## config.mk

```make
export PLATFORM = sky130hd
export DESIGN_NAME = hbm_run_ctrl
export DESIGN_NICKNAME = d
export VERILOG_FILES = /design/src/logic/hbm_pkg.sv /design/src/logic/hbm_run_ctrl.sv
export SDC_FILE = /design/constraint.sdc
export NUM_CORES = 1
export LEC_CHECK = 0
export BUFFER_PORTS_ARGS = -buffer_cell sky130_fd_sc_hd__buf_2
export CORE_AREA = 2 2 39 41
export CTS_CLUSTER_DIAMETER = 100
export DETAILED_ROUTE_END_ITERATION = 12
export DIE_AREA = 0 0 41 43
export PLACE_DENSITY_LB_ADDON = 0.05
export SLEW_MARGIN = 30
export SYNTH_ARGS = -nofsm -noshare
export SYNTH_HDL_FRONTEND = slang
export SYNTH_SLANG_ARGS = --single-unit
export TNS_END_PERCENT = 1
```

## constraint.sdc

```tcl
create_clock -name hbm_clk -period 2.35 [get_ports hbm_clk]
set_input_delay 0.1175 -clock hbm_clk [delete_from_list [all_inputs] [get_ports hbm_clk]]
set_output_delay 0.1175 -clock hbm_clk [all_outputs]
set_load 0.005 [all_outputs]
```

## src/logic/hbm_pkg.sv

```systemverilog
`default_nettype none

package hbm_pkg;

    ////////////////////////////////////////////////////////////
    // widths
    ////////////////////////////////////////////////////////////

    localparam int HBM_DATA_W  = 256;             // one hbm read beat
    localparam int DISPATCH_W  = 2 * HBM_DATA_W;  // lo + hi beat of an engine pair
    localparam int HBM_ADDR_W  = 33;              // 8G byte space per port
    localparam int BURST_BEATS = 4;               // beats per read burst
    localparam int BURST_CNT_W = 16;              // burst-count setting

    typedef logic [HBM_ADDR_W-1:0] hbm_addr_t;

    ////////////////////////////////////////////////////////////
    // bus payloads
    ////////////////////////////////////////////////////////////

    // read-address request, 41 bits
    typedef struct packed {
        hbm_addr_t  addr;  // byte address of burst start
        logic [7:0] len;   // beats minus one
    } ar_cmd_t;

    // read-data beat, 257 bits
    typedef struct packed {
        logic [HBM_DATA_W-1:0] data;
        logic                  last;  // final beat of burst
    } rd_beat_t;

    // run sequence of the read side
    typedef enum logic [1:0] {
        RUN_IDLE  = 2'd0,  // waiting for start
        RUN_ISSUE = 2'd1,  // channels sending read requests
        RUN_DRAIN = 2'd2,  // waiting for beats and fifos
        RUN_DONE  = 2'd3   // one cycle, done pulse
    } run_state_e;

endpackage

`default_nettype wire

```

## src/logic/hbm_run_ctrl.sv

```systemverilog
`timescale 1ns/10ps
`default_nettype none

module hbm_run_ctrl (
    input  wire                  hbm_clk,
    input  wire                  hbm_rstn,

    input  wire                  start_i,        // one-cycle pulse
    input  wire                  issue_done_i,   // and of all channels
    input  wire                  rx_done_i,      // and of all channels
    input  wire                  fifos_empty_i,  // and of all channel fifos

    output hbm_pkg::run_state_e  state_o,
    output logic                 done_o
);

    import hbm_pkg::*;

    run_state_e state_d;

    ////////////////////////////////////////////////////////////
    // next state
    ////////////////////////////////////////////////////////////

    always_comb begin
        state_d = state_o;  // hold by default
        case (state_o)
            RUN_IDLE: begin
                if (start_i) begin  // start ignored elsewhere
                    state_d = RUN_ISSUE;
                end
            end
            RUN_ISSUE: begin
                if (issue_done_i) begin  // every channel sent its bursts
                    state_d = RUN_DRAIN;
                end
            end
            RUN_DRAIN: begin
                // all beats in and every fifo popped out
                if (rx_done_i && fifos_empty_i) begin
                    state_d = RUN_DONE;
                end
            end
            RUN_DONE: state_d = RUN_IDLE;  // single cycle
            default:  state_d = RUN_IDLE;
        endcase
    end

    always_ff @(posedge hbm_clk) begin
        if (!hbm_rstn) begin
            state_o <= RUN_IDLE;
        end else begin
            state_o <= state_d;
        end
    end

    assign done_o = (state_o == RUN_DONE);  // pulse, one cycle in done

    ////////////////////////////////////////////////////////////
    // checks
    ////////////////////////////////////////////////////////////

    // a run only begins from a start seen in idle
    a_start_only: assert property (@(posedge hbm_clk) disable iff (!hbm_rstn)
        (state_o != RUN_IDLE) && ($past(state_o) == RUN_IDLE) |-> $past(start_i));

endmodule

`default_nettype wire

```

# After elaboration in Yosys (flattened, before gate mapping)
# Index checks and enable logic that the tools add are counted.
word_totals:
  memories: 0
  reg_bits: 2
  out_inout_bits: 3
  ramBits: 0
  latch_bits: 0
  rom_bits: 0
classes:
  order_cmp: 0
  reduce_logical: 3
  n_addsub: 0
  multipliers: 0
  eq_ne: 6
  n_shift: 0
  n_bitwise: 0
  n_div: 0
  muxes: 4
ops:
  columns: ["operator", "count"]
  rows:
  - ["$pmux W2 S4", 1]
  - ["$mux W2", 3]
  - ["$ne A2 B2 Y1 const B", 3]
  - ["$eq A2 B2 Y1 const B", 2]
  - ["$reduce_and A3 Y1", 1]
  - ["$eq A2 B1 Y1 const B", 1]
  - ["$logic_not A2 Y1", 1]
  - ["$logic_and A1 B1 Y1", 1]

# Logic depth before layout (Yosys ltp)
logic_depth:
  ltp_word: 3
  depth_mapped: 5
  depth_no_buf: 5

# Worst setup path before layout
# No wires, ideal clock.
synth_timing:
  path_kind: "register to register"
  from: "register state_o[0]"
  to: "register state_o[0]"
  n_path_buf: 0
  stages_incl_launch_ff: 6
  setup_slack_ps: 903
  setup_time_ps: 116
  arrival_time_ps: 1330
  cell_sequence: "dfxtp_1 > inv_1 > ha_1 > or2_2 > a221o_2 > o211a_1"
synth_via:
  elab_chain_len: 3
  elab_cells_between_ends: 9
  cone_classes: "eq/ne: 6; mux: 1; reduce/logical: 2"
synth_lines:
  columns: ["item", "line", "source"]
  rows:
  - ["start: declaration", "hbm_run_ctrl.sv:13", "output hbm_pkg::run_state_e state_o,"]
  - ["start signal: assignment", "hbm_run_ctrl.sv:53", "state_o <= state_d;"]
  - ["$eq A2 B2 Y1 (tied with other cells)", "hbm_run_ctrl.sv:27", "case (state_o)"]
  - ["$ne A2 B2 Y1 (no source line)", null, null]
  - ["$reduce_and A3 Y1 (no source line)", null, null]
# Several ways; a longest one is shown, not always the timed one.
# A chain may end at the register's enable or synchronous reset.

# Final worst setup path
layout_timing:
  from: "register state_o[1]"
  to: "register state_o[1]"
# Same word-level chain as after synthesis.

==> flow_summary.toml <==
[placed_design]
place_ws_ns = 0.780
io_buffers = 8
post-dp-hpwl_um = 361
place_congestion = 0.609

[worst_hold_path]
hold_class = "input pin to register"
min_to = "state_o[0]$_SDFFE_PN0P_"
hp-start = "hbm_rstn"
whs_path_depth = 2

[setup_path]
cp.arrival_ns = 1.67
critPathKind = "register to register"
path_max_fanout = 5
worst_ep_required_time_ns = 2.50
worst_r2r_path_depth = 4
cp_cell_sequence = "inv_1 > ha_1 > a222oi_1 > mux2i_1"
endpoint_kind = "register"
cpPeakStageDelay_ns = 0.51
worst_path_max_delay_cell = "a222oi_1"
reg2reg_slack_ns = 0.83
r2r_start = "state_o[1]$_SDFFE_PN0P_"
critPathLaunchType = "register"
reg2reg_to = "state_o[1]$_SDFFE_PN0P_"

[sta]
tightest_slew_ns = 0.513
hold_viol_final = 0
min_period_ns = 1.52
fmax_mhz = 657
fin_crit_sh = 0.648
maxSlewViolCount = 0
setup_viol = 0
maxSlewHeadroom = 0.658
rsz0062_at_grt = "false"
finClkSkew_ns = 0.000183
setup_tns_ns = 0
setup_ws_ns = 0.828

[clock_tree]
postCtsSetupBuffers = 0
clk_latency_ns = 0.22
ctsResizeCount = 0
cts.clk_slew.worst_paths_ns = 0.03
cts_max_path_buffers = 2
ctsHoldBuffers = 0
cts_sinks = 2
cts_tree = "done"
cts_made_buffers = 3
clockRootBuffer = "clkbuf_4"
htreeDepth = 1

[floorplanning]
core_mm2 = 0.00138
initial_core_util = 0.127
ios = 9
die_h_um = 43
std_cell_rows = 14
die_x_um = 41
die-area_mm2 = 0.00176

[global_routing]
grt_max_degree = 6
antenna_found_initial = 0
grt_pass1_vias = 170
grt.overflow.total = 0
track_usage = 0.0611
grt_pass1_wl_um = 662

[yosys]
synthFlopType = "dfxtp_1"
ys_top_cells_by_count = "ha_1, inv_1, nand2_1, dfxtp_1"
syn_nets = 30
synth_top_family_by_area = "adder cells"
mappedNetlistArea_um2 = 176
synth_warnings = 0
synth_edf_count = 0
yosys.area_share.simple = 0.0993
synthXorXnorAreaFrac = 0
yosysMostFrequentCell = "ha_1"
yosys-mux-area-fraction = 0.0567
synthCells = 19
yosys.area_share.adder = 0.355
synth_top_cell_area_share = 0.355
netlist.top_cell.by_area = "ha_1"
ys_seq_area_frac = 0.227
synth_compound_area_frac = 0.177
synth.avg_cell_area_um2 = 9.29
yosysUniqueCellTypes = 9
synth_seq_cells = 2
synthArstFlopShare = 0
synth.area.top_cells = "ha_1, dfxtp_1, inv_1"

[route]
vias_per_cell = 3.70
dr_total_vias = 170
routedWlPerCell_um = 8.59
drc_errors = 0
drt_iter0_drc = 7
totalWireLength_um = 395
postRouteAntennaNets = 0
first_pass_iters = 4

[status]
status = "finished, final reports clean"

[cells_and_area]
nNetsFinal = 43
layout-drive-gt1-share = 0.433
area_growth_pct = 46.8
n_antenna_cell = 0
reg_top3 = "state_o (2)"
largest_register = "state_o"
fillerInstances = 157
largest_reg_flops = 2

[power_and_ir_drop]
max-vdd-ir-drop_uv = 210
power.leakage_nw = 0.148
powerDensity_mw_per_mm2 = 1000

[run]
maxCapViolCount = 0
cell type report:
type | instances | area, um^2 | share of cell area
Clock buffer | 3 | 22.5 | 0.0870
Multi-Input combinational cell | 13 | 121 | 0.469
Sequential cell | 2 | 40.0 | 0.155
Tap cell | 16 | 20.0 | 0.0773
Timing Repair Buffer | 8 | 40.0 | 0.155
Inverter | 4 | 15.0 | 0.0580
where the power goes:
part           internal [mW]  switching [mW]
Combinational         0.0642          0.0585
Clock                 0.0560          0.0160
Sequential            0.0477          0.0168
routing by layer:
metal / routed length (um) / global-route usage / share of wire / up-vias
met2: 208 / 0.0781 / 0.53 / 3
met3: 14 / 0.0157 / 0.035 / 0
met1: 172 / 0.0671 / 0.44 / 81
li1: - / - / - / 86
met4: 0 / 0.0800 / 0 / 0
met5: 0 / 0 / 0 / -
worst max path at each step:
stage	from	end	slack, ns	depth (start not counted)
after floorplan	state_o[0]$_SDFFE_PN0P_	state_o[0]$_SDFFE_PN0P_	0.90	5
after global placement	state_o[1]$_SDFFE_PN0P_	state_o[1]$_SDFFE_PN0P_	0.79	4
after detailed placement	state_o[1]$_SDFFE_PN0P_	state_o[1]$_SDFFE_PN0P_	0.78	4
after CTS	state_o[1]$_SDFFE_PN0P_	state_o[1]$_SDFFE_PN0P_	0.78	4
after global routing	state_o[1]$_SDFFE_PN0P_	state_o[1]$_SDFFE_PN0P_	0.69	4
final	state_o[1]$_SDFFE_PN0P_	state_o[1]$_SDFFE_PN0P_	0.83	4
critical path, delay by kind of cell, from the launching register on:
family | cells | cell delay [ns]
AO/OA/AOI/OAI | 1 | 0.51
multiplexers | 1 | 0.23
flip-flops | 1 | 0.40
buffers and inverters | 1 | 0.11
adder cells (fa/ha/maj) | 1 | 0.21
placed cells by master (no fill, tap or decap), drive strengths merged:
| cell | count |
|---|---|
| a221o | 1 |
| a222oi | 1 |
| buf | 8 |
| clkbuf | 3 |
| dfxtp | 2 |
| ha | 5 |
| inv | 4 |
| mux2i | 1 |
| nand2 | 3 |
| o211a | 1 |
| or2 | 1 |
cells by family after synthesis:
kind of cell / after synthesis
DFF: 2
muxes: 1
and+or+nand+nor: 4
buffers and inverters: 4
AOI/OAI and AO/OA: 3
adders and majority gates: 5
through the flow:
step	instance area [um^2]	instances	utilization	total power, mW	hold slack (ns)
after global placement	236	43	0.171	0.191	0.380
after detailed placement	236	43	0.171	0.192	0.386
final	259	46	0.187	0.259	0.158
after global routing	259	46	0.187	0.294	0.158
after floorplan	176	19	-	0.147	0.251
after CTS	259	46	0.187	0.268	0.156
Note: power is estimated with default switching activity, not from simulation.
