`src/logic/hbm_pkg.sv`:
```
`default_nettype none

package hbm_pkg;

    ////////////////////////////////////////////////////////////
    // widths
    ////////////////////////////////////////////////////////////

    localparam int HBM_DATA_W  = 256;             // one hbm read beat
    localparam int DISPATCH_W  = 2 * HBM_DATA_W;  // lo + hi beat of an engine pair
    localparam int HBM_ADDR_W  = 33;              // 8G byte space per port
    localparam int BURST_BEATS = 4;               // beats per read burst
    localparam int BURST_CNT_W = 16;              // burst-count setting

    typedef logic [HBM_ADDR_W-1:0] hbm_addr_t;

    ////////////////////////////////////////////////////////////
    // bus payloads
    ////////////////////////////////////////////////////////////

    // read-address request, 41 bits
    typedef struct packed {
        hbm_addr_t  addr;  // byte address of burst start
        logic [7:0] len;   // beats minus one
    } ar_cmd_t;

    // read-data beat, 257 bits
    typedef struct packed {
        logic [HBM_DATA_W-1:0] data;
        logic                  last;  // final beat of burst
    } rd_beat_t;

    // run sequence of the read side
    typedef enum logic [1:0] {
        RUN_IDLE  = 2'd0,  // waiting for start
        RUN_ISSUE = 2'd1,  // channels sending read requests
        RUN_DRAIN = 2'd2,  // waiting for beats and fifos
        RUN_DONE  = 2'd3   // one cycle, done pulse
    } run_state_e;

endpackage

`default_nettype wire

```
`src/logic/hbm_lane_pair.sv`:
```
`timescale 1ns/10ps
`default_nettype none

module hbm_lane_pair (
    input  wire                              hbm_clk,
    input  wire                              hbm_rstn,

    input  wire [hbm_pkg::HBM_DATA_W-1:0]    lo_data_i,   // even channel head
    input  wire [hbm_pkg::HBM_DATA_W-1:0]    hi_data_i,   // odd channel head
    input  wire                              lo_empty_i,
    input  wire                              hi_empty_i,
    input  wire                              almost_full_i,

    output logic                             pop_o,       // pops both fifos
    output logic [hbm_pkg::DISPATCH_W-1:0]   dispatch_data_o,
    output logic                             dispatch_wr_en_o
);

    logic af_q;  // registered almost-full from the engine

    ////////////////////////////////////////////////////////////
    // pop decision
    ////////////////////////////////////////////////////////////

    always_ff @(posedge hbm_clk) begin
        if (!hbm_rstn) begin
            af_q <= 1'b0;
        end else begin
            af_q <= almost_full_i;
        end
    end

    // both halves present and engine has room
    assign pop_o = !lo_empty_i && !hi_empty_i && !af_q;

    ////////////////////////////////////////////////////////////
    // dispatch word
    ////////////////////////////////////////////////////////////

    always_ff @(posedge hbm_clk) begin
        if (!hbm_rstn) begin
            dispatch_wr_en_o <= 1'b0;
        end else begin
            dispatch_wr_en_o <= pop_o;  // one cycle after the pop
        end
    end

    always_ff @(posedge hbm_clk) begin
        if (pop_o) begin
            dispatch_data_o <= {hi_data_i, lo_data_i};  // odd channel on top
        end
    end

endmodule

`default_nettype wire

```
`config.mk`:
```
export PLATFORM = sky130hd
export DESIGN_NAME = hbm_lane_pair
export DESIGN_NICKNAME = d
export VERILOG_FILES = /design/src/logic/hbm_pkg.sv /design/src/logic/hbm_lane_pair.sv
export SDC_FILE = /design/constraint.sdc
export NUM_CORES = 1
export LEC_CHECK = 0
export ABC_AREA = 1
export ABC_CLOCK_PERIOD_IN_PS = 17400
export BUFFER_PORTS_ARGS = -buffer_cell sky130_fd_sc_hd__clkbuf_2
export CORE_AREA = 3 3 399 401
export CTS_BUF_LIST = sky130_fd_sc_hd__clkbuf_16
export DETAILED_ROUTE_END_ITERATION = 7
export DIE_AREA = 0 0 402 404
export SLEW_MARGIN = 0
export SYNTH_ARGS = -nofsm -noshare
export SYNTH_HDL_FRONTEND = slang
export SYNTH_SLANG_ARGS = --single-unit
```
`constraint.sdc`:
```
create_clock -name hbm_clk -period 17.4 [get_ports hbm_clk]
set_clock_uncertainty 0.2 [all_clocks]
set_input_delay 1.74 -clock hbm_clk [delete_from_list [all_inputs] [get_ports hbm_clk]]
set_output_delay 1.74 -clock hbm_clk [all_outputs]
set_load 0.05 [all_outputs]
```
After elaboration in Yosys (flattened, before gate mapping). Index checks and enable logic that the tools add are counted.

Output and inout bits: 514. Flip-flop bits (word level): 514. Word-level logic and storage cells: 8. Bits of input ports: 517.

Reduce and logical (&&, ||, !) cells: 5.

Operators by type and width (number): $logic_not A1 Y1 (3); $logic_and A1 B1 Y1 (2).

Logic depth before layout (Yosys ltp). Gate-level depths: netlist of the first run.

Depth after elaboration: 3. Mapped depth: 3.

Least setup slack after synthesis of the first run. Ideal clock, no wire load.

Kind: input port to output port. Start point: input hi_empty_i. End point: output pop_o. Path slack: 3.375 ns. Data required time: 15.460 ns. Data arrival time: 12.085 ns. Cell stages on the path: 3. Buffers on the path: 0. Cells stage by stage: nor2_1 -> nand2_1 -> inv_1.

Cells in the longest elaborated chain, start to end: 3.

RTL lines: start: declaration (RTL line hbm_lane_pair.sv:11) `input wire hi_empty_i,`; $logic_not A1 Y1 (RTL line hbm_lane_pair.sv:34) `assign pop_o = !lo_empty_i && !hi_empty_i && !af_q;`; $logic_and A1 B1 Y1 (2 in a row) (RTL line hbm_lane_pair.sv:34); end: declaration (RTL line hbm_lane_pair.sv:14) `output logic pop_o,`.

Every way passes these cells.

Worst setup path in the final report of the first run.
Start point: input lo_empty_i. End point: output pop_o.

Cells in the longest elaborated chain, start to end: 3.

RTL lines: start: declaration (RTL line hbm_lane_pair.sv:10) `input wire lo_empty_i,`; $logic_not A1 Y1 (RTL line hbm_lane_pair.sv:34); $logic_and A1 B1 Y1 (2 in a row) (RTL line hbm_lane_pair.sv:34).

Every way passes these cells.

==> run_results.csv, run 1 <==
group,metric,value,unit
cells_and_area,drive_above_1_share,67.3,%
synth,synth-seq-area-share,99.8,%
cells_and_area,syn2layout_area_growth,62.1,%
sta,timing.slew.headroom,34.8,%
power_and_ir_drop,pwr-share-comb,10.3,%
floorplanning,coreArea,156000,sq um
min_path,min_path_cells,3,
place,place.port_buffers,1030,
worst_setup_path,critical_path.most_common_cell,"clkbuf_2",
sta,maxSlewViolCount,0,
grt,grt.total_usage,8.01,%
sta,finalSetupTns,0,ps
clocking,cts.sinks,514,
grt,grt_max_degree,167,
worst_setup_path,critPathMaxStageDelay,400,ps
synth,syn_area,15400,sq um
place,place_area,23200,sq um
synth,synth_cells,522,
synth,syn_avg_cell_area,29.6,sq um
grt,antenna_found_initial,47,
cells_and_area,fin_cells,3729,
worst_setup_path,path_buf_inv,3,
clocking,cts.path.max_buffers,3,
sta,tightest_slew,978,ps
power_and_ir_drop,internal_power,2.16,mW
place,dpl_worst_slack,12360,ps
clocking,clk_latency,600,ps
power_and_ir_drop,p_seq_share,49.5,%
synth,synth_top_cell_by_area,"edfxtp_1",
sta,rsz0062_at_grt,"false",
worst_setup_path,worstSetupPathType,"input pin to output pin",
place,routabilityCongestion,0.931,
drt,detail-route-antenna-nets,0,
power_and_ir_drop,switching_share,25.8,%
outcome,status,"finished clean",
sta,finalSetupViolCount,0,
clocking,htree_levels,2,
sta,finalCriticalPeriod,4950,ps
floorplanning,ios,1031,
synth,synth_top_area_share,99.5,%
synth,ys.warnings.count,0,
cells_and_area,layout_commonest_cell,"clkbuf_2",
cells_and_area,final_area,25000,sq um
grt,grt_pass1_wl,89200,um
run,drv_cap,0,
min_path,hold_class,"flip-flop to flip-flop",
power_and_ir_drop,p_leak,10.0,nW
cells_and_area,nets,2132,
place,dpl.cell_count,3614,
drt,via_per_inst,2.73,
floorplanning,initial_core_util,9.90,%
clocking,post_cts_buffers,0,
synth,ys_ff_latch,514,
synth,synth_nets,1039,
drt,num_vias,10200,
worst_setup_path,crit_slowest_cell,"inv_8",
sta,setup_slack,12450,ps
clocking,hold_buffers,0,
clocking,root_buffer,"clkbuf_16",
floorplanning,dieArea,162000,sq um
clocking,numCtsBuffers,57,
drt,firstDrtPassIters,5,
power_and_ir_drop,clockPowerShare,40.1,%
worst_setup_path,endpoint_kind,"output pin",
worst_setup_path,crit_required,15460,ps
worst_setup_path,cp.arrival,3010,ps
worst_setup_path,critPathTopFamily,"buffers and inverters",
synth,synth.area.top_cells,"edfxtp_1 (100%), dfxtp_1 (0.26%), inv_1 (0.097%), nand2_1 (0.049%), nor2_2 (0.040%)",
power_and_ir_drop,p_switching,0.749,mW
synth,yosysUniqueCellTypes,6,
floorplanning,die_h,404,um
sta,fmaxAchievable,202,MHz
floorplanning,row_count,145,
drt,drcViolationCount,0,
sta,finalCritPeriodShare,28.4,%
grt,grt_remaining_overflow,0,
worst_setup_path,worst-path-max-fanout,53,
worst_setup_path,reg2reg_depth,5,
drt,routedWlPerCell,18.7,um
power_and_ir_drop,power_density,116,nW/um^2
worst_setup_path,critical_path_depth,5,
power_and_ir_drop,peakVddDrop,0.0738,mV
worst_setup_path,crit_path_start_kind,"input pin",
sta,hold_viol,0,
drt,dr.first_iter.drc_count,778,
grt,grt_pass1_vias,10500,
drt,totalWireLength,69700,um
floorplanning,die_w,402,um
cells_and_area,nFillCells,17200,
place,place.detailed.hpwl,57400,um
clocking,tritoncts,"built",
clocking,cts.clk_slew.worst_paths,60,ps
cells_and_area,layout_common_cells,"clkbuf_2 (1030), edfxtp_1 (512), clkbuf_16 (57)",
clocking,cts-resized-gates,0,
worst_setup_path,worstPathCellList,"clkbuf_2 > nor2_1 > nand2_1 > inv_8 > clkbuf_2",
-- stage by stage --
stage                     util (%)  total power [mW]  hold slack [ps]
final                         16.1              2.91              457
after global placement        14.9              1.77              560
after floorplan                  -              1.66              271
after global routing          16.0              3.02              515
after detailed placement      14.9              1.77              475
after CTS                     16.0              2.96              465
-- layer usage --
layer	track usage, %	part of all wire (%)	wire length, um	up-vias
li1	-	-	-	4342
met1	8.74	36	25200	5001
met2	12.8	47	33100	686
met3	4.29	13	8970	149
met4	3.54	3.6	2490	4
met5	0.803	0.032	22	-
-- synth_stat cells --
| cell type | n |
|---|---|
| dfxtp_1 | 2 |
| edfxtp_1 | 512 |
| inv_1 | 4 |
| nand2_1 | 2 |
| nor2_1 | 1 |
| nor2_2 | 1 |
-- final timing paths --
check / startpoint / slack, ps / end
worst max-delay path: lo_empty_i / 12450 / pop_o
worst min-delay path: af_q / 460 / dispatch_wr_en_o
worst max register to register: af_q / 14180 / dispatch_data_o[109]
worst min register to register: af_q / 460 / dispatch_wr_en_o
-- state kept, by name, summed over array words and instances, names as in the netlist --
signal	cells
dispatch_data_o	512
dispatch_wr_en_o	1
af_q	1
-- power groups by stage --
stage	Sequential (mW)	Clock, mW	Combinational [mW]
2_1_floorplan	1.64	0	0.0170
3_3_place_gp	1.46	0	0.302
3_5_place_dp	1.47	0	0.303
4_1_cts	1.44	1.22	0.304
5_1_grt	1.44	1.27	0.313
6_report	1.44	1.17	0.300
-- logic make-up after synthesis --
family / synth area share, %
flops: 99.8
buf+inv: 0.0972
simple gates: 0.113
-- worst reg2reg max path, delay by kind of cell (launching register included) --
| family | cells | cell delay, ps |
|---|---|---|
| and+or+nand+nor | 1 | 160 |
| buffers and inverters | 4 | 1870 |
| DFF | 1 | 300 |
-- final cells by class --
type                       count  area, sq um  area share [%]
sequential                   514        15400            61.5
tap                         2058         2570            10.3
antenna                       11         27.5           0.110
inverter                       4         22.5          0.0899
clock buffer                  57         1430            5.69
multi-input combinational      4         17.5          0.0699
clock inverter                47          353            1.41
timing repair buffer        1034         5210            20.8
No activity file was read; power rests on OpenSTA's default activity.
==> run 2: changes to the inputs <==
- ABC_CLOCK_PERIOD_IN_PS: 17400 -> 4850
- clock period: 17.4 -> 4.85 ns (I/O delays scaled with it)
==> run_results.csv, run 2 (synthesized netlist as in run 1, its figures left out) <==
group,metric,value,unit
outcome,status,"finished clean",
place,place.detailed.hpwl,106000,um
power_and_ir_drop,p_leak,12.3,nW
floorplanning,die_h,404,um
worst_setup_path,endpoint_kind,"output pin",
cells_and_area,layout_common_cells,"clkbuf_2 (1030), dlygate4sd3_1 (514), edfxtp_1 (512)",
sta,hold_viol,0,
power_and_ir_drop,switching_share,27.1,%
floorplanning,initial_core_util,9.90,%
place,place_area,23300,sq um
sta,tightest_slew,885,ps
clocking,clk_latency,680,ps
clocking,numCtsBuffers,60,
sta,timing.slew.headroom,41.0,%
clocking,htree_levels,2,
cells_and_area,final_area,30600,sq um
drt,via_per_inst,3.04,
floorplanning,coreArea,156000,sq um
min_path,hold_class,"input pin to flip-flop",
grt,grt.total_usage,14.6,%
floorplanning,dieArea,162000,sq um
grt,grt_max_degree,133,
clocking,cts.path.max_buffers,3,
cells_and_area,syn2layout_area_growth,98.2,%
cells_and_area,top_regs,"dispatch_data_o (512), af_q (1), dispatch_wr_en_o (1)",
run,drv_cap,0,
cells_and_area,nets,2655,
floorplanning,row_count,145,
place,routabilityCongestion,0.856,
worst_setup_path,critPathTopFamily,"buffers and inverters",
worst_setup_path,crit_path_start_kind,"input pin",
clocking,tritoncts,"built",
place,place.port_buffers,1030,
drt,detail-route-antenna-nets,0,
grt,antenna_found_initial,134,
grt,grt_pass1_wl,151000,um
sta,finalCriticalPeriod,3660,ps
drt,totalWireLength,123000,um
worst_setup_path,worstPathCellList,"dlygate4sd3_1 > clkbuf_2 > nor2_4 > dlygate4sd3_1 > nand2_2 > clkinvlp_4 > clkbuf_2",
power_and_ir_drop,internal_power,8.43,mW
clocking,root_buffer,"clkbuf_16",
drt,routedWlPerCell,28.9,um
sta,finalSetupViolCount,0,
worst_setup_path,critPathMaxStageDelay,620,ps
grt,grt_pass1_vias,13800,
cells_and_area,largest_register_ff_count,512,
cells_and_area,largest_register,"dispatch_data_o",
sta,maxSlewViolCount,0,
power_and_ir_drop,power_density,378,nW/um^2
drt,drcViolationCount,0,
worst_setup_path,reg2reg_depth,4,
drt,firstDrtPassIters,5,
worst_setup_path,worst-path-max-fanout,24,
sta,fmaxAchievable,273,MHz
power_and_ir_drop,p_seq_share,44.7,%
cells_and_area,drive_above_1_share,52.1,%
floorplanning,ios,1031,
power_and_ir_drop,peakVddDrop,0.285,mV
clocking,hold_buffers,514,
worst_setup_path,cp.arrival,2970,ps
min_path,min_path_cells,3,
floorplanning,die_w,402,um
grt,grt_remaining_overflow,0,
worst_setup_path,worstSetupPathType,"input pin to output pin",
clocking,cts.clk_slew.worst_paths,60,ps
power_and_ir_drop,p_total,11.6,mW
drt,dr.first_iter.drc_count,972,
drt,num_vias,13000,
worst_setup_path,path_buf_inv,5,
sta,finalCritPeriodShare,75.4,%
worst_setup_path,crit_required,4160,ps
clocking,post_cts_buffers,0,
sta,rsz0062_at_grt,"false",
clocking,cts.sinks,514,
worst_setup_path,critical_path_depth,7,
clocking,cts-resized-gates,0,
worst_setup_path,crit_slowest_cell,"clkinvlp_4",
power_and_ir_drop,pwr-share-comb,13.9,%
cells_and_area,layout_commonest_cell,"clkbuf_2",
sta,finalSetupTns,0,ps
power_and_ir_drop,clockPowerShare,41.4,%
power_and_ir_drop,p_switching,3.14,mW
-- run 2: power by group through the flow --
stage | registers [mW] | logic [mW] | clock network (mW)
after floorplan | 5.86 | 0.0620 | 0
after global placement | 5.26 | 1.21 | 0
after detailed placement | 5.26 | 1.21 | 0
after CTS | 5.17 | 1.64 | 4.95
after global routing | 5.18 | 1.69 | 5.13
final | 5.17 | 1.61 | 4.79
-- run 2: area by class of cell --
class,count,area [sq um]
clock buffers,60,1500
fillers,16800,125000
diodes,30,75.1
inverters,4,18.8
well taps,2058,2570
multi-input cells,4,27.5
clock inverters,52,579
repair buffers,1554,10400
flip-flops and latches,514,15400
-- run 2: per-stage QoR --
stage                     hold slack (ps)  setup slack [ps]  std cells  utilization, %
after global routing                 26.9              1090       4259            19.6
after CTS                            30.5              1140       4246            19.6
final                                19.4              1190       4276            19.6
after detailed placement              464              2140       3620            14.9
after global placement                462              2120       3620            14.9
after floorplan                       283             -4260        522               -
-- run 2: final timing paths --
kind / from / to / slack, ps
max: lo_empty_i / pop_o / 1190
min: almost_full_i / af_q / 20
max reg2reg: af_q / dispatch_data_o[213] / 2280
min reg2reg: af_q / dispatch_wr_en_o / 480
-- run 2: layer usage --
layer  track usage (%)  vias to the layer above  wire [um]
li1                  -                     5419          -
met4              3.11                       16       3650
met2              23.1                      934      55200
met1              15.6                     6334      44000
met5                 0                        -        107
met3              10.9                      295      20400
-- run 2: worst reg2reg max path, stage by stage (launching register included) --
cell and delay (ps):
dfxtp_1 330, inv_1 80, nand2_2 110, clkinvlp_4 620, buf_12 480
==> run 3: changes to the inputs <==
- ABC_CLOCK_PERIOD_IN_PS: 4850 -> 3600
- clock period: 4.85 -> 3.6 ns (I/O delays scaled with it)
==> run_results.csv, run 3 (synthesized netlist as in run 1, its figures left out) <==
group,metric,value,unit
outcome,status,"finished clean",
worst_setup_path,cp.arrival,2410,ps
clocking,cts.sinks,514,
floorplanning,initial_core_util,9.90,%
worst_setup_path,critPathMaxStageDelay,540,ps
power_and_ir_drop,p_seq_share,42.8,%
drt,detail-route-antenna-nets,0,
power_and_ir_drop,p_leak,12.5,nW
sta,rsz0062_at_grt,"false",
grt,grt.total_usage,14.9,%
cells_and_area,nets,2669,
power_and_ir_drop,switching_share,28.5,%
grt,grt_pass1_vias,14000,
drt,firstDrtPassIters,5,
clocking,cts.path.max_buffers,3,
grt,grt_pass1_wl,153000,um
power_and_ir_drop,p_total,16.2,mW
worst_setup_path,worstSetupPathType,"input pin to output pin",
cells_and_area,largest_register,"dispatch_data_o",
drt,routedWlPerCell,29.2,um
power_and_ir_drop,pwr-share-comb,13.4,%
floorplanning,row_count,145,
drt,totalWireLength,125000,um
drt,dr.first_iter.drc_count,1139,
power_and_ir_drop,power_density,526,nW/um^2
cells_and_area,syn2layout_area_growth,99.9,%
drt,via_per_inst,3.03,
cells_and_area,final_area,30900,sq um
grt,grt_max_degree,111,
place,place.port_buffers,1030,
power_and_ir_drop,clockPowerShare,43.8,%
sta,fmaxAchievable,337,MHz
power_and_ir_drop,internal_power,11.6,mW
place,dpl.cell_count,3622,
floorplanning,die_w,402,um
cells_and_area,layout_commonest_cell,"clkbuf_2",
worst_setup_path,critPathTopFamily,"buffers and inverters",
cells_and_area,nFillCells,16900,
worst_setup_path,crit_path_start_kind,"input pin",
clocking,cts.clk_slew.worst_paths,60,ps
floorplanning,coreArea,156000,sq um
grt,grt_remaining_overflow,0,
sta,timing.slew.headroom,57.2,%
clocking,tritoncts,"built",
place,place.detailed.hpwl,107000,um
place,place_area,23300,sq um
run,drv_cap,0,
worst_setup_path,path_buf_inv,5,
min_path,hold_class,"input pin to flip-flop",
floorplanning,dieArea,162000,sq um
cells_and_area,largest_register_ff_count,512,
worst_setup_path,critical_path.most_common_cell,"clkbuf_2",
sta,maxSlewViolCount,0,
clocking,htree_levels,3,
clocking,post_cts_buffers,0,
worst_setup_path,endpoint_kind,"output pin",
drt,drcViolationCount,0,
sta,finalSetupViolCount,0,
grt,antenna_found_initial,122,
cells_and_area,top_regs,"dispatch_data_o (512), af_q (1), dispatch_wr_en_o (1)",
floorplanning,ios,1031,
place,routabilityCongestion,0.855,
power_and_ir_drop,peakVddDrop,0.334,mV
clocking,numCtsBuffers,69,
floorplanning,die_h,404,um
cells_and_area,layout_common_cells,"clkbuf_2 (1030), dlygate4sd3_1 (517), edfxtp_1 (512)",
power_and_ir_drop,p_switching,4.63,mW
place,dpl_worst_slack,969,ps
sta,setup_slack,631,ps
worst_setup_path,crit_slowest_cell,"dlygate4sd3_1",
worst_setup_path,worstPathCellList,"dlygate4sd3_1 > clkbuf_2 > nor2_4 > nand2_2 > clkinvlp_4 > buf_4 > clkbuf_2",
sta,whs,201,ps
worst_setup_path,crit_required,3040,ps
sta,tightest_slew,641,ps
cells_and_area,fin_cells,4293,
sta,hold_viol,0,
sta,finalCritPeriodShare,82.5,%
drt,num_vias,13000,
clocking,root_buffer,"clkbuf_16",
sta,finalCriticalPeriod,2970,ps
clocking,clk_latency,660,ps
cells_and_area,drive_above_1_share,52.4,%
worst_setup_path,worst-path-max-fanout,25,
==> run 3: cell type report <==
cell class                 count  area (sq um)  share of cell area (%)
antenna                       30          75.1                   0.243
sequential                   514         15400                    49.9
clock buffer                  69          1730                    5.59
multi-input combinational      4          27.5                  0.0892
inverter                       4          18.8                  0.0608
clock inverter                55           581                    1.88
timing repair buffer        1559         10500                    33.9
tap                         2058          2570                    8.34
==> run 3: path summary, 6_finish.rpt <==
kind	start	end	slack, ps	cells after the start
max reg2reg	af_q	dispatch_data_o[258]	1320	5
min	hi_data_i[133]	dispatch_data_o[389]	200	2
min reg2reg	af_q	dispatch_data_o[374]	1010	4
max	lo_empty_i	pop_o	630	7
==> run 3: per-stage QoR <==
stage                     util (%)  TNS (ps)
final                         19.8         0
after global placement        14.9         0
after floorplan                  -  -2761840
after detailed placement      14.9         0
after CTS                     19.7         0
after global routing          19.8         0
==> run 3: repair_timing <==
item | in CTS | in global routing
endpoints found under the setup margin | 0 | 0
endpoints found under the hold margin | 514 | 0
hold buffers | 517 | 0
gates resized for setup | 0 | 0
==> run 3: power by group through the flow <==
stage / Clock [mW] / Combinational (mW) / Sequential (mW)
after floorplan: 0 / 0.0835 / 7.90
after global placement: 0 / 1.61 / 7.07
after detailed placement: 0 / 1.61 / 7.08
after CTS: 7.36 / 2.21 / 6.96
after global routing: 7.56 / 2.28 / 6.97
final: 7.11 / 2.17 / 6.95
==> run 3: per-layer routing <==
| metal | global-route usage [%] | vias up | part of all wire [%] |
|---|---|---|---|
| li1 | - | 5444 | - |
| met5 | 0 | - | 0.045 |
| met4 | 4.11 | 8 | 3.5 |
| met1 | 15.4 | 6269 | 35 |
| met2 | 23.0 | 970 | 44 |
| met3 | 12.1 | 314 | 18 |
