`src/logic/hbm_pkg.sv`:
```
`default_nettype none

package hbm_pkg;

    ////////////////////////////////////////////////////////////
    // widths
    ////////////////////////////////////////////////////////////

    localparam int HBM_DATA_W  = 256;             // one hbm read beat
    localparam int DISPATCH_W  = 2 * HBM_DATA_W;  // lo + hi beat of an engine pair
    localparam int HBM_ADDR_W  = 33;              // 8G byte space per port
    localparam int BURST_BEATS = 4;               // beats per read burst
    localparam int BURST_CNT_W = 16;              // burst-count setting

    typedef logic [HBM_ADDR_W-1:0] hbm_addr_t;

    ////////////////////////////////////////////////////////////
    // bus payloads
    ////////////////////////////////////////////////////////////

    // read-address request, 41 bits
    typedef struct packed {
        hbm_addr_t  addr;  // byte address of burst start
        logic [7:0] len;   // beats minus one
    } ar_cmd_t;

    // read-data beat, 257 bits
    typedef struct packed {
        logic [HBM_DATA_W-1:0] data;
        logic                  last;  // final beat of burst
    } rd_beat_t;

    // run sequence of the read side
    typedef enum logic [1:0] {
        RUN_IDLE  = 2'd0,  // waiting for start
        RUN_ISSUE = 2'd1,  // channels sending read requests
        RUN_DRAIN = 2'd2,  // waiting for beats and fifos
        RUN_DONE  = 2'd3   // one cycle, done pulse
    } run_state_e;

endpackage

`default_nettype wire

```
`src/logic/hbm_burst_counter.sv`:
```
`timescale 1ns/10ps
`default_nettype none

module hbm_burst_counter (
    input  wire                              hbm_clk,
    input  wire                              hbm_rstn,

    input  wire hbm_pkg::run_state_e         state_i,
    input  wire hbm_pkg::hbm_addr_t          base_addr_i,
    input  wire hbm_pkg::hbm_addr_t          stride_i,
    input  wire [hbm_pkg::BURST_CNT_W-1:0]   burst_count_i,

    output logic                             ar_valid_o,
    output hbm_pkg::ar_cmd_t                 ar_o,
    input  wire                              ar_ready_i,

    input  wire                              beat_accept_i,  // r valid and ready
    output logic                             issue_done_o,
    output logic                             rx_done_o
);

    import hbm_pkg::*;

    localparam int         BEAT_CNT_W = BURST_CNT_W + $clog2(BURST_BEATS);
    localparam logic [7:0] AR_LEN     = 8'(BURST_BEATS - 1);

    logic                   armed_q;        // settings taken for this run
    hbm_addr_t              addr_q;
    hbm_addr_t              stride_q;
    logic [BURST_CNT_W-1:0] burst_total_q;
    logic [BURST_CNT_W-1:0] burst_cnt_q;    // accepted requests
    logic [BEAT_CNT_W-1:0]  beat_total_q;
    logic [BEAT_CNT_W-1:0]  beat_cnt_q;     // accepted beats
    logic                   ar_fire;
    logic                   arm;

    assign ar_fire = ar_valid_o & ar_ready_i;
    assign arm     = (state_i == RUN_ISSUE) && !armed_q;  // first issue cycle

    ////////////////////////////////////////////////////////////
    // request and beat counting
    ////////////////////////////////////////////////////////////

    always_ff @(posedge hbm_clk) begin
        if (!hbm_rstn || state_i == RUN_IDLE) begin
            armed_q      <= 1'b0;
            ar_valid_o   <= 1'b0;
            issue_done_o <= 1'b0;
            rx_done_o    <= 1'b0;
            burst_cnt_q  <= '0;
            beat_cnt_q   <= '0;
        end else if (arm) begin
            armed_q      <= 1'b1;
            ar_valid_o   <= (burst_count_i != '0);
            issue_done_o <= (burst_count_i == '0);  // zero count, nothing to do
            rx_done_o    <= (burst_count_i == '0);
        end else begin
            if (ar_fire) begin
                burst_cnt_q <= burst_cnt_q + 1'b1;
                if (burst_cnt_q + 1'b1 == burst_total_q) begin  // last request taken
                    ar_valid_o   <= 1'b0;
                    issue_done_o <= 1'b1;
                end
            end
            if (beat_accept_i && !rx_done_o) begin
                beat_cnt_q <= beat_cnt_q + 1'b1;
                if (beat_cnt_q + 1'b1 == beat_total_q) begin
                    rx_done_o <= 1'b1;
                end
            end
        end
    end

    // settings and address walk
    always_ff @(posedge hbm_clk) begin
        if (arm) begin
            addr_q        <= base_addr_i;
            stride_q      <= stride_i;
            burst_total_q <= burst_count_i;
            beat_total_q  <= BEAT_CNT_W'(burst_count_i) * BEAT_CNT_W'(BURST_BEATS);
        end else if (ar_fire) begin
            addr_q <= addr_q + stride_q;  // next burst one stride on
        end
    end

    assign ar_o.addr = addr_q;
    assign ar_o.len  = AR_LEN;

    // request stays put while the memory stalls it
    a_ar_hold: assert property (@(posedge hbm_clk) disable iff (!hbm_rstn)
        ar_valid_o && !ar_ready_i |=> ar_valid_o && $stable(ar_o));

    // memory sends no more beats than were requested
    a_no_extra_beat: assert property (@(posedge hbm_clk) disable iff (!hbm_rstn)
        rx_done_o |-> !beat_accept_i);

endmodule

`default_nettype wire

```
`config.mk`:
```
export PLATFORM = sky130hd
export DESIGN_NAME = hbm_burst_counter
export DESIGN_NICKNAME = d
export VERILOG_FILES = /design/src/logic/hbm_pkg.sv /design/src/logic/hbm_burst_counter.sv
export SDC_FILE = /design/constraint.sdc
export NUM_CORES = 1
export LEC_CHECK = 0
export BUFFER_PORTS_ARGS = -buffer_cell sky130_fd_sc_hd__buf_2
export CORE_MARGIN = 5
export CORE_UTILIZATION = 51
export DETAILED_ROUTE_END_ITERATION = 6
export PLACE_DENSITY = 0.79
export SETUP_SLACK_MARGIN = 0.1
export SYNTH_ARGS = -nofsm -noshare
export SYNTH_HDL_FRONTEND = slang
export SYNTH_SLANG_ARGS = --single-unit
```
`constraint.sdc`:
```
create_clock -name hbm_clk -period 2.7 [get_ports hbm_clk]
set_input_delay 0.27 -clock hbm_clk [delete_from_list [all_inputs] [get_ports hbm_clk]]
set_output_delay 0.27 -clock hbm_clk [all_outputs]
set_load 0.01 [all_outputs]
```
# Word-level counts from Yosys, hierarchy flattened
# Cells that the tools add are included.
[op_classes]
n_addsub = 3
eq_ne = 3
mux = 11
n_bitwise = 2
reduce_logical = 17
[op_table]
columns = ["operator", "n"]
rows = [
  ["$mux W33", 2],
  ["$add A33 B33 Y33", 1],
  ["$add A18 B1 Y18 const B", 1],
  ["$eq A18 B18 Y1", 1],
  ["$add A16 B1 Y16 const B", 1],
  ["$eq A16 B16 Y1", 1],
  ["$logic_not A16 Y1", 1],
  ["$reduce_bool A16 Y1", 1],
  ["$mux W1", 9],
  ["$reduce_and A2 Y1", 4],
  ["$reduce_bool A2 Y1", 4],
  ["$logic_not A1 Y1", 3],
  ["$eq A2 B1 Y1 const B", 1],
  ["$logic_and A1 B1 Y1", 2],
  ["$logic_not A2 Y1", 1],
  ["$and A1 B1 Y1", 1],
  ["$logic_or A1 B1 Y1", 1],
  ["$not A1 Y1", 1],
]
[totals]
ff_bits = 120
in_bits = 88
word_cells = 45

# Depth between registers and ports, before layout
# Gate-level depths: netlist of run 1.
[depth]
ltp_word = 5
mapped_depth = 10

# Least setup slack after synthesis of run 1
# OpenSTA, ideal clock, no wires.
[synth_timing]
path_kind = "reg2reg"
startpoint = "reg addr_q[0]"
endpoint = "reg addr_q[30] (data pin)"
setup_ns = 0.261
t_arrival_ns = 2.812
required_ns = 2.439
path_slack_ns = -0.373
path_stages_with_launch = 11
n_path_buf = 0
cell_sequence = "edfxtp_1 > ha_1 > fa_1 > a21o_1 > a221oi_2 > o211a_1 > o21bai_1 > a311o_1 > a31oi_1 > nor4b_2 > nor3_1"
[synth_between]
elab_chain_cells = 3
[synth_rtl]
columns = ["item", "line_no", "text"]
rows = [
  ["from (decl)", "hbm_burst_counter.sv:28", "hbm_addr_t addr_q;"],
  ["from (signal assigned)", "hbm_burst_counter.sv:77", "addr_q <= base_addr_i;"],
  ["from (signal assigned)", "hbm_burst_counter.sv:82", "addr_q <= addr_q + stride_q;"],
  ["$add A33 B33 Y33", "hbm_burst_counter.sv:82", ""],
  ["$mux W33", "hbm_burst_counter.sv:81", "end else if (ar_fire) begin"],
  ["$mux W33", "hbm_burst_counter.sv:76", "if (arm) begin"],
]
# Every way passes these cells. The select of a mux whose other input is x is not followed.
# A chain may end at the register's enable or synchronous reset.

# Worst setup path in the final report of run 1
[layout_timing]
startpoint = "reg addr_q[0]"
endpoint = "reg addr_q[32] (data pin)"
# Same word-level chain as after synthesis.

==> results.txt, run 1 <==
- The first global-routing pass estimated 28620 um of wire.
* Syn-to-layout area delta: 26.80%
* Ratio of final minimum period to clock period: 110.1%
* Die Outline Area: approximately 16000 um2
- Start point of the worst hold path: stride_i[24]
- Initial standard-cell utilization of the core: slightly above 50%
- Worst endpoint required time: 2.87 ns
- Number of synthesized flops with an enable pin: 82
- In the layout the commonest cells are sky130_fd_sc_hd__buf_2 (123), sky130_fd_sc_hd__edfxtp_1 (82), sky130_fd_sc_hd__nor2_1 (75), sky130_fd_sc_hd__nand2_1 (70), sky130_fd_sc_hd__a21oi_1 (61).
- Buffers inserted during clock tree synthesis total 17.
- In this run the critical register-to-register path is captured at addr_q[32]$_DFFE_PP_.
* Number of DRC violations after detailed-routing iteration 0: ~430
- Kind of critical path: reg -> reg
- The highest metal layer carrying signal wires in the routed design is met4.
- The finished cells cover around 9000 um2.
* Count of fill cells added during filler insertion: ~1100
- For the worst flop-to-flop path, the logic depth is 10.
* Async set-reset flop share out of synthesis: 0%
- Post-CTS clock slew at the launch and capture registers of the worst setup and hold paths: about 0.06 ns
* Worst endpoint data arrival time: between 3 and 4 ns
* Antenna Cells: 0
* Met3 Wirelength: between 1000 and 1500 um
- In this run the critical register-to-register path is launched from addr_q[0]$_DFFE_PP_.
- STA classifies the critical path startpoint as a register.
- During synthesis, Yosys emitted a total of 0 warnings.
- Sequential element share of the synthesized area: 45.38%
- In this run, synthesis produced a sequential element count of 120.
* Number of instances in the synthesized netlist: 738
- Antenna viol nets, final: 0
- Largest fanout of any net on the critical path: 5
* Highest Clock Rate: approximately 0.34 GHz
- Total routing resource utilization after global routing: between 20 and 25%
- For this design the static power due to leakage is ~0.0035 uW.
- Critical path, cell by cell: ha_2 > fa_2 > a21o_1 > a221oi_2 > o211a_1 > o21bai_1 > a311o_2 > a311oi_2 > or3_1 > a31oi_1
* Final GP Congestion: 0.8518
- I/O pins: approximately 130
- Worst slew margin relative to its limit: 63.33%
- The routed design uses between 8000 and 9000 um of met2 wire.
* Worst hold path endpoint: stride_q[24]$_DFFE_PP_
- The tool flagged a number of max-cap violations equal to 0.
- Overall power consumption: between 5000 and 6000 uW
* Total grt overflow: 0
* Area of the core: between 10000 and 15000 um2
- CTS tree: done
* Post-route met1 wirelength: 7620 um
* Routed vias: 6167
- The clock tree synthesis step divided the H-tree into 4 levels.
- Predominant post-synthesis flop cell: sky130_fd_sc_hd__edfxtp_1
* Biggest area consumer among synthesized cells: sky130_fd_sc_hd__edfxtp_1
- Largest net degree at the start of global routing: 39
- Height of the chip: ~130 um
- Dividing the detail-routed wire length by the instance count gives around 17 um.
- In the routed design, unresolved DRC markers number 0.
* Proportion of synthesized area in mux cells: 0%
* Nets: 1022
* Dominant combinational cell family by area after synthesis: simple AND/OR/NAND/NOR gates
- Summing the areas of all and, or, nand and nor instances in the mapped netlist gives about 18% of the synthesized area.
- Number of distinct standard cells referenced by the synthesized netlist: 64
- In this run the power density over the cells is slightly above 600 nW/um2.
- By area the synthesized netlist is led by sky130_fd_sc_hd__edfxtp_1 (35%), sky130_fd_sc_hd__dfxtp_1 (11%), sky130_fd_sc_hd__xnor2_1 (6.9%).
- Count of pins over their slew limit: 0
- Hold violation total from the final report: 0
* Final setup violation count: 6
- Slowest stage delay, CP: 0.43 ns
* Netlist area before placement: between 7000 and 8000 um2
- Clock skew on the completed layout was measured at 0.009038 ns.
- Mean instance size in the synthesized netlist: 9.623 um2
- Min-delay worst type: in -> reg
- The tree is rooted in a sky130_fd_sc_hd__clkbuf_16.
- Buffers placed on the I/O ports in this run total ~120.
* Std cell rows: between 40 and 50
- Vias per cell: about 5.6
* Insertion delay of the later-clocked pin in the worst-skew pair: between 0.4 and 0.5 ns
- After detailed placement, the design holds a cell count of approximately 1100.
* Post-Place Cell Area: 8118 um2
- Adder and majority cell fraction of the synthesized area: 6.272%
- Most common library cell in the layout ignoring fill and taps: sky130_fd_sc_hd__buf_2
- Die W: 128.0 um
* Via count of the first global-routing pass: 5957
- The flow ran to the end, but the final reports show violations.
* Number of detailed-route iterations in the first pass: 5
* WL final: 18040 um
- Worst Tran Pin Value: around 0.55 ns
- Area share of the largest cell type after synthesis: 34.67%
* XOR/XNOR share of the synthesized area: 12.46%
- The clock passes through at most 2 buffers.
- Post-synthesis compound-gate area fraction: 14.82%
- Register-to-Register Setup Slack: -0.27 ns
- The HPWL after detailed placement is between 10000 and 15000 um.
- Hold is met by 0.01921 ns.
* Unrepaired setup endpoints after global routing: true
- The final reports fail on negative setup slack.
- Number of antenna violations at the first check in global routing: 0
- Master of the slowest instance on the critical path: sky130_fd_sc_hd__a311o_2
* Ratio of cells with drive above 1 in the final layout: ~28%
- Slack of the critical path: -0.2731 ns
- Once layout is complete, the cells apart from fillers number 1092.
- Maximum resistive drop on vdd: ~460 uV
- Counting instances, the worst hold path has a depth of 1.
- Number of clock sinks seen by CTS: 120
- Critical Path End Type: register
- Final critical delay including setup and external delays: a little under 3 ns
-- area by class of cell --
| cell class | instances | area (um2) | share of cell area [%] |
|---|---|---|---|
| Inverter | 6 | 23.77 | 0.2640 |
| Sequential cell | 120 | 3224 | 35.81 |
| Tap cell | 180 | 225.2 | 2.501 |
| Clock inverter | 15 | 153.9 | 1.709 |
| Multi-Input combinational cell | 578 | 3929 | 43.63 |
| Clock buffer | 17 | 425.4 | 4.724 |
| Timing Repair Buffer | 176 | 1023 | 11.37 |
-- worst max-delay path, delay by kind of cell (launching register included) --
kind            cells  cell delay [ns]
fa+ha+maj           2             0.54
flops               1             0.39
simple gates        1             0.15
compound gates      7             1.64
-- state kept, by name (all words and copies together) (netlist names) --
register and count:
addr_q 33, stride_q 33, beat_cnt_q 18, beat_total_q 16, burst_cnt_q 16, ar_valid_o 1, armed_q 1, issue_done_o 1
rx_done_o 1
-- power breakdown --
| part | total (uW) | internal (uW) | switching [uW] |
|---|---|---|---|
| Combinational | 1140 | 525 | 611 |
| Sequential | 2170 | 2100 | 64.1 |
| Clock | 2200 | 1350 | 851 |
| Total | 5510 | 3980 | 1530 |
-- cells in the mapped netlist (4+ instances only) --
cell	count
sky130_fd_sc_hd__edfxtp_1	82
sky130_fd_sc_hd__nor2_1	76
sky130_fd_sc_hd__nand2_1	71
sky130_fd_sc_hd__a21oi_1	65
sky130_fd_sc_hd__xnor2_1	56
sky130_fd_sc_hd__xor2_1	45
sky130_fd_sc_hd__o21ai_0	41
sky130_fd_sc_hd__dfxtp_1	38
sky130_fd_sc_hd__ha_1	34
sky130_fd_sc_hd__nand3_1	28
sky130_fd_sc_hd__clkbuf_1	24
sky130_fd_sc_hd__a21o_1	19
sky130_fd_sc_hd__nor3_1	18
sky130_fd_sc_hd__nand4_1	13
sky130_fd_sc_hd__or3_1	12
sky130_fd_sc_hd__nor4_1	9
sky130_fd_sc_hd__buf_4	8
sky130_fd_sc_hd__a31oi_1	7
sky130_fd_sc_hd__inv_1	6
sky130_fd_sc_hd__and2_1	5
sky130_fd_sc_hd__and3_1	5
sky130_fd_sc_hd__nand2b_1	5
sky130_fd_sc_hd__o211ai_1	5
sky130_fd_sc_hd__a211oi_1	4
sky130_fd_sc_hd__and4_1	4
sky130_fd_sc_hd__nor2b_1	4
sky130_fd_sc_hd__o22ai_1	4
-- kinds of logic after synthesis --
| family | count (synthesis) |
|---|---|
| AND/OR/NAND/NOR | 262 |
| other | 2 |
| flip-flops | 120 |
| adder cells (fa/ha/maj) | 35 |
| XOR/XNOR | 101 |
| buffers and inverters | 46 |
| AO/OA/AOI/OAI | 172 |
-- per-stage QoR --
step / util [%] / setup slack, ns / TNS, ns
6_report: 65.38 / -0.2731 / -1.439
5_1_grt: 65.38 / -0.3870 / -2.450
4_1_cts: 63.84 / -0.2100 / -0.9689
3_5_place_dp: 58.94 / -0.2794 / -1.139
3_3_place_gp: 58.94 / -0.1838 / -0.6872
2_1_floorplan: - / -0.1582 / -4.514
-- worst max path at each step --
stage                            to           startpoint  slack (ns)
3_3_place_gp   addr_q[30]$_DFFE_PP_  addr_q[0]$_DFFE_PP_       -0.18
5_1_grt        addr_q[32]$_DFFE_PP_  addr_q[0]$_DFFE_PP_       -0.39
4_1_cts        addr_q[30]$_DFFE_PP_  addr_q[0]$_DFFE_PP_       -0.21
2_1_floorplan  addr_q[32]$_DFFE_PP_  addr_q[0]$_DFFE_PP_       -0.16
6_report       addr_q[32]$_DFFE_PP_  addr_q[0]$_DFFE_PP_       -0.27
3_5_place_dp   addr_q[30]$_DFFE_PP_  addr_q[0]$_DFFE_PP_       -0.28
-- metal layers --
layer  GRT usage [%]  up-vias
met3           5.542       32
li1                -     2998
met1           27.44     2932
met4           8.427        0
met2           37.06      205
met5               0        -
-- repair_timing --
action | CTS | global route
pin swaps | 5 | 27
endpoints found under the hold margin | 0 | 1
hold buffers | 0 | 1
gates cloned | 0 | 0
resized for setup | 12 | 39
endpoints found under the setup margin | 13 | 20
setup buffers | 3 | 5
No activity file was read; power rests on OpenSTA's default activity.
==> run 2: changes to the inputs <==
PLACE_DENSITY = 0.77   (was 0.79)
==> run 2 against run 1 <==
  * Largest power group is now registers
  * Clock skew barely moved
  * Wire length fell by 0.35%
  * The run ends with design-rule violations, negative setup slack left
  * Critical path depth did not move
  * Flip-flop and latch count did not move
  * Via count fell by 1.4%
  * Core utilization rose by 0.22 points
  * Total power fell by 2.5%
  * Highest routed layer is now met5
  * Global-route usage fell by 0.44 points
  * Clock-buffer cell count rose by 11
  * Setup slack improved by 0.039 ns
==> results.txt, run 2 (synthesis gave the netlist of run 1 again) <==
- Critical path, cell by cell: ha_2 > fa_2 > a21o_1 > a221oi_2 > o211a_1 > o21bai_2 > a311o_2 > a31oi_4 > nor4b_4 > nor3_1 (was ha_2 > fa_2 > a21o_1 > a221oi_2 > o211a_1 > o21bai_1 > a311o_2 > a311oi_2 > or3_1 > a31oi_1)
- Final GP Congestion: 0.8703 (was 0.8518)
- The total DRC errors in the routed layout came to 5 (was 0).
- The count of buffers from port buffering is 123 (unchanged).
- Wire length per cell after detailed routing: 16.35 um (was 16.52 um)
- The via count normalized by instance count came to 5.531 (was 5.647).
- Count of pins over their slew limit: 0 (unchanged)
* TritonCTS buffer count: 17 (unchanged)
- Final setup violation count: 6 (unchanged)
* Post-layout utilization of the core: 65.60% (was 65.38%)
- Number of clock sinks seen by CTS: 120 (unchanged)
- Kind of critical path: reg -> reg (unchanged)
- The sort of element at the start of the critical path is a register (unchanged).
* Die Outline Area: 16390 um2 (unchanged)
* Post-CTS clock slew at the launch and capture registers of the worst setup and hold paths: 0.06 ns (about the same)
* H-tree depth reported by CTS: 4 (unchanged)
- Master of the slowest instance on the critical path: sky130_fd_sc_hd__edfxtp_1 (was sky130_fd_sc_hd__a311o_2)
- First-pass GRT wire length: 28040 um (was 28620 um)
- The type of destination of the critical path was a register (unchanged).
- Hold violation total from the final report: 0 (unchanged)
- I/O pins: 132 (unchanged)
- The data arrival time at the worst-slack endpoint came to 3.10 ns (was 3.14 ns).
- The standby leakage power came to 0.003541 uW (was 0.003534 uW).
- Top delay family on crit path: compound AO/OA/AOI/OAI gates (unchanged)
- Commonest non-fill, non-tap cells in the layout: sky130_fd_sc_hd__buf_2 (123), sky130_fd_sc_hd__edfxtp_1 (82), sky130_fd_sc_hd__nor2_1 (75), sky130_fd_sc_hd__nand2_1 (71), sky130_fd_sc_hd__a21oi_1 (62) (was sky130_fd_sc_hd__buf_2 (123), sky130_fd_sc_hd__edfxtp_1 (82), sky130_fd_sc_hd__nor2_1 (75), sky130_fd_sc_hd__nand2_1 (70), sky130_fd_sc_hd__a21oi_1 (61)).
- The number of nets at the end of the flow came to 1029 (was 1022).
- Worst Tran Pin Value: 0.5753 ns (was 0.5480 ns)
- Insertion delay of the later-clocked pin in the worst-skew pair: 0.42 ns (was 0.43 ns)
- Antenna Cells: 0 (unchanged)
* Ratio of final minimum period to clock period: 108.7% (was 110.1%)
- The delay contributed by the slowest stage of the critical path is 0.41 ns (was 0.43 ns).
* Slack of the critical path: -0.2346 ns (was -0.2731 ns)
* Setup WS pre-CTS: -0.3185 ns (was -0.2794 ns)
- Max-cap viol count: 0 (unchanged)
* WL final: 17970 um (was 18040 um)
- The clock tree root driver cell was sky130_fd_sc_hd__clkbuf_16 (unchanged).
- CTS tree: done (unchanged)
- Total routing resource utilization after global routing: 21.64% (was 22.08%)
* Syn-to-layout area delta: 27.22% (was 26.80%)
- The total power density per cell area came to 594.7 nW/um2 (was 611.9 nW/um2).
- The clock period minus worst slack is 2.935 ns (was 2.973 ns).
- The initial antenna violation count came to 1 (was 0).
* Std cell rows: 43 (unchanged)
* Min-delay worst type: in -> reg (unchanged)
* Top flop regs: addr_q: 33 flops, stride_q: 33 flops, beat_cnt_q: 18 flops (unchanged)
- The cell area after placement was 8163 um2 (was 8118 um2).
- Routed vias: 6079 (was 6167)
- Total grt overflow: 0 (unchanged)
* Total of hold buffers inserted after clock tree synthesis: 0 (unchanged)
- Bufs and invs on worst path: 0 (unchanged)
- Post-Layout Cell Count: 1099 (was 1092)
* Placed cell count: 1057 (was 1051)
- Final HPWL from detailed placement: 12830 um (was 13160 um)
- Unrepaired setup endpoints after global routing: true (unchanged).
- Failing checks: design-rule violations, negative setup slack (was negative setup slack)
* Deepest clock path buffer count: 2 (unchanged)
* Maximum resistive drop on vdd: 515.9 uV (was 455.9 uV)
* Via count of the first global-routing pass: 5737 (was 5957)
- Final Skew: 0.009295 ns (was 0.009038 ns)
- Height of the chip: 128.0 um (unchanged)
* Area of the core: 13770 um2 (unchanged)
- The highest clock rate was 0.3408 GHz (was 0.3363 GHz).
* Ratio of cells with drive above 1 in the final layout: 27.97% (was 28.18%)
- Worst endpoint required time: 2.87 ns (about the same)
* Largest net degree at the start of global routing: 38 (was 39)
- Result of the run: complete, but fails checks (unchanged).
* Largest fanout of any net on the critical path: 5 (unchanged)
- Most common library cell in the layout ignoring fill and taps: sky130_fd_sc_hd__buf_2 (unchanged)
* Number of detailed-route iterations in the first pass: 7 (was 5)
- The finished layout cell area came to 9035 um2 (was 9005 um2).
- The starting utilization of the core area is 51.56% (unchanged).
- The horizontal die dimension is 128.0 um (unchanged).
* Antenna viol nets, final: 0 (unchanged)
- The violation count after the first detailed-route iteration is 431 (unchanged).
* Worst slew margin relative to its limit: 61.50% (was 63.33%)
[run 2: cell types whose count changed in the layout (fill, tap and decap cells not counted), sizes merged, moves of 2 or more]
cell | before | now
buf | 175 | 183
bufinv | 2 | 0
clkbuf | 17 | 28
clkinv | 9 | 5
clkinvlp | 4 | 0
[run 2: timing repair]
| item | CTS | global route |
|---|---|---|
| buffers inserted | 3 | 9 |
| setup endpoints to repair | 14 | 19 |
| pin swaps | 6 | 22 |
| gates resized for setup | 15 | 34 |
[run 2: power breakdown]
| part | internal (uW) | switching [uW] | total, uW |
|---|---|---|---|
| clock network | 1290 | 774 | 2070 |
| logic | 535 | 597 | 1130 |
| registers | 2110 | 67.8 | 2170 |
[run 2: through the flow]
step | setup TNS [ns] | power [uW] | hold slack [ns]
2_1_floorplan | -4.514 | 2849 | 0.3659
3_3_place_gp | -0.6787 | 3182 | 0.4473
3_5_place_dp | -1.220 | 3204 | 0.4481
4_1_cts | -1.086 | 5301 | 0.009684
5_1_grt | -2.060 | 5627 | 0.006003
6_report | -1.214 | 5373 | 0.02108
[run 2: layout make-up]
| cell class | count | area [um2] |
|---|---|---|
| tap | 180 | 225.2 |
| clock inverter | 4 | 20.02 |
| timing repair buffer | 183 | 1070 |
| sequential | 120 | 3227 |
| fill | 1126 | 4738 |
| clock buffer | 28 | 518.0 |
| inverter | 6 | 23.77 |
| multi-input combinational | 578 | 3951 |
[run 2: worst register-to-register path, stage by stage (launching register included)]
cell and delay [ns]:
sky130_fd_sc_hd__edfxtp_1 0.41, sky130_fd_sc_hd__ha_2 0.21, sky130_fd_sc_hd__fa_2 0.34, sky130_fd_sc_hd__a21o_1 0.19, sky130_fd_sc_hd__a221oi_2 0.28, sky130_fd_sc_hd__o211a_1 0.24
sky130_fd_sc_hd__o21bai_2 0.08, sky130_fd_sc_hd__a311o_2 0.41, sky130_fd_sc_hd__a31oi_4 0.24, sky130_fd_sc_hd__nor4b_4 0.22, sky130_fd_sc_hd__nor3_1 0.07
[run 2: layer usage]
| metal | GRT usage, % | up-vias | routed length [um] | share of wire, % |
|---|---|---|---|---|
| met5 | 0 | - | 7 | 0.039 |
| met3 | 5.875 | 36 | 1055 | 5.9 |
| met2 | 35.89 | 173 | 8844 | 49 |
| met4 | 7.740 | 2 | 355 | 2.0 |
| met1 | 27.23 | 2865 | 7709 | 43 |
| li1 | - | 3003 | - | - |
[run 2: path summary, 6_finish.rpt]
kind | startpoint | cells after the start | endpoint | slack (ns)
max | addr_q[0]$_DFFE_PP_ | 10 | addr_q[30]$_DFFE_PP_ | -0.23
min | stride_i[21] | 1 | stride_q[21]$_DFFE_PP_ | 0.02
max reg2reg | addr_q[0]$_DFFE_PP_ | 10 | addr_q[30]$_DFFE_PP_ | -0.23
min reg2reg | armed_q$_SDFFE_PP0P_ | 2 | armed_q$_SDFFE_PP0P_ | 0.47
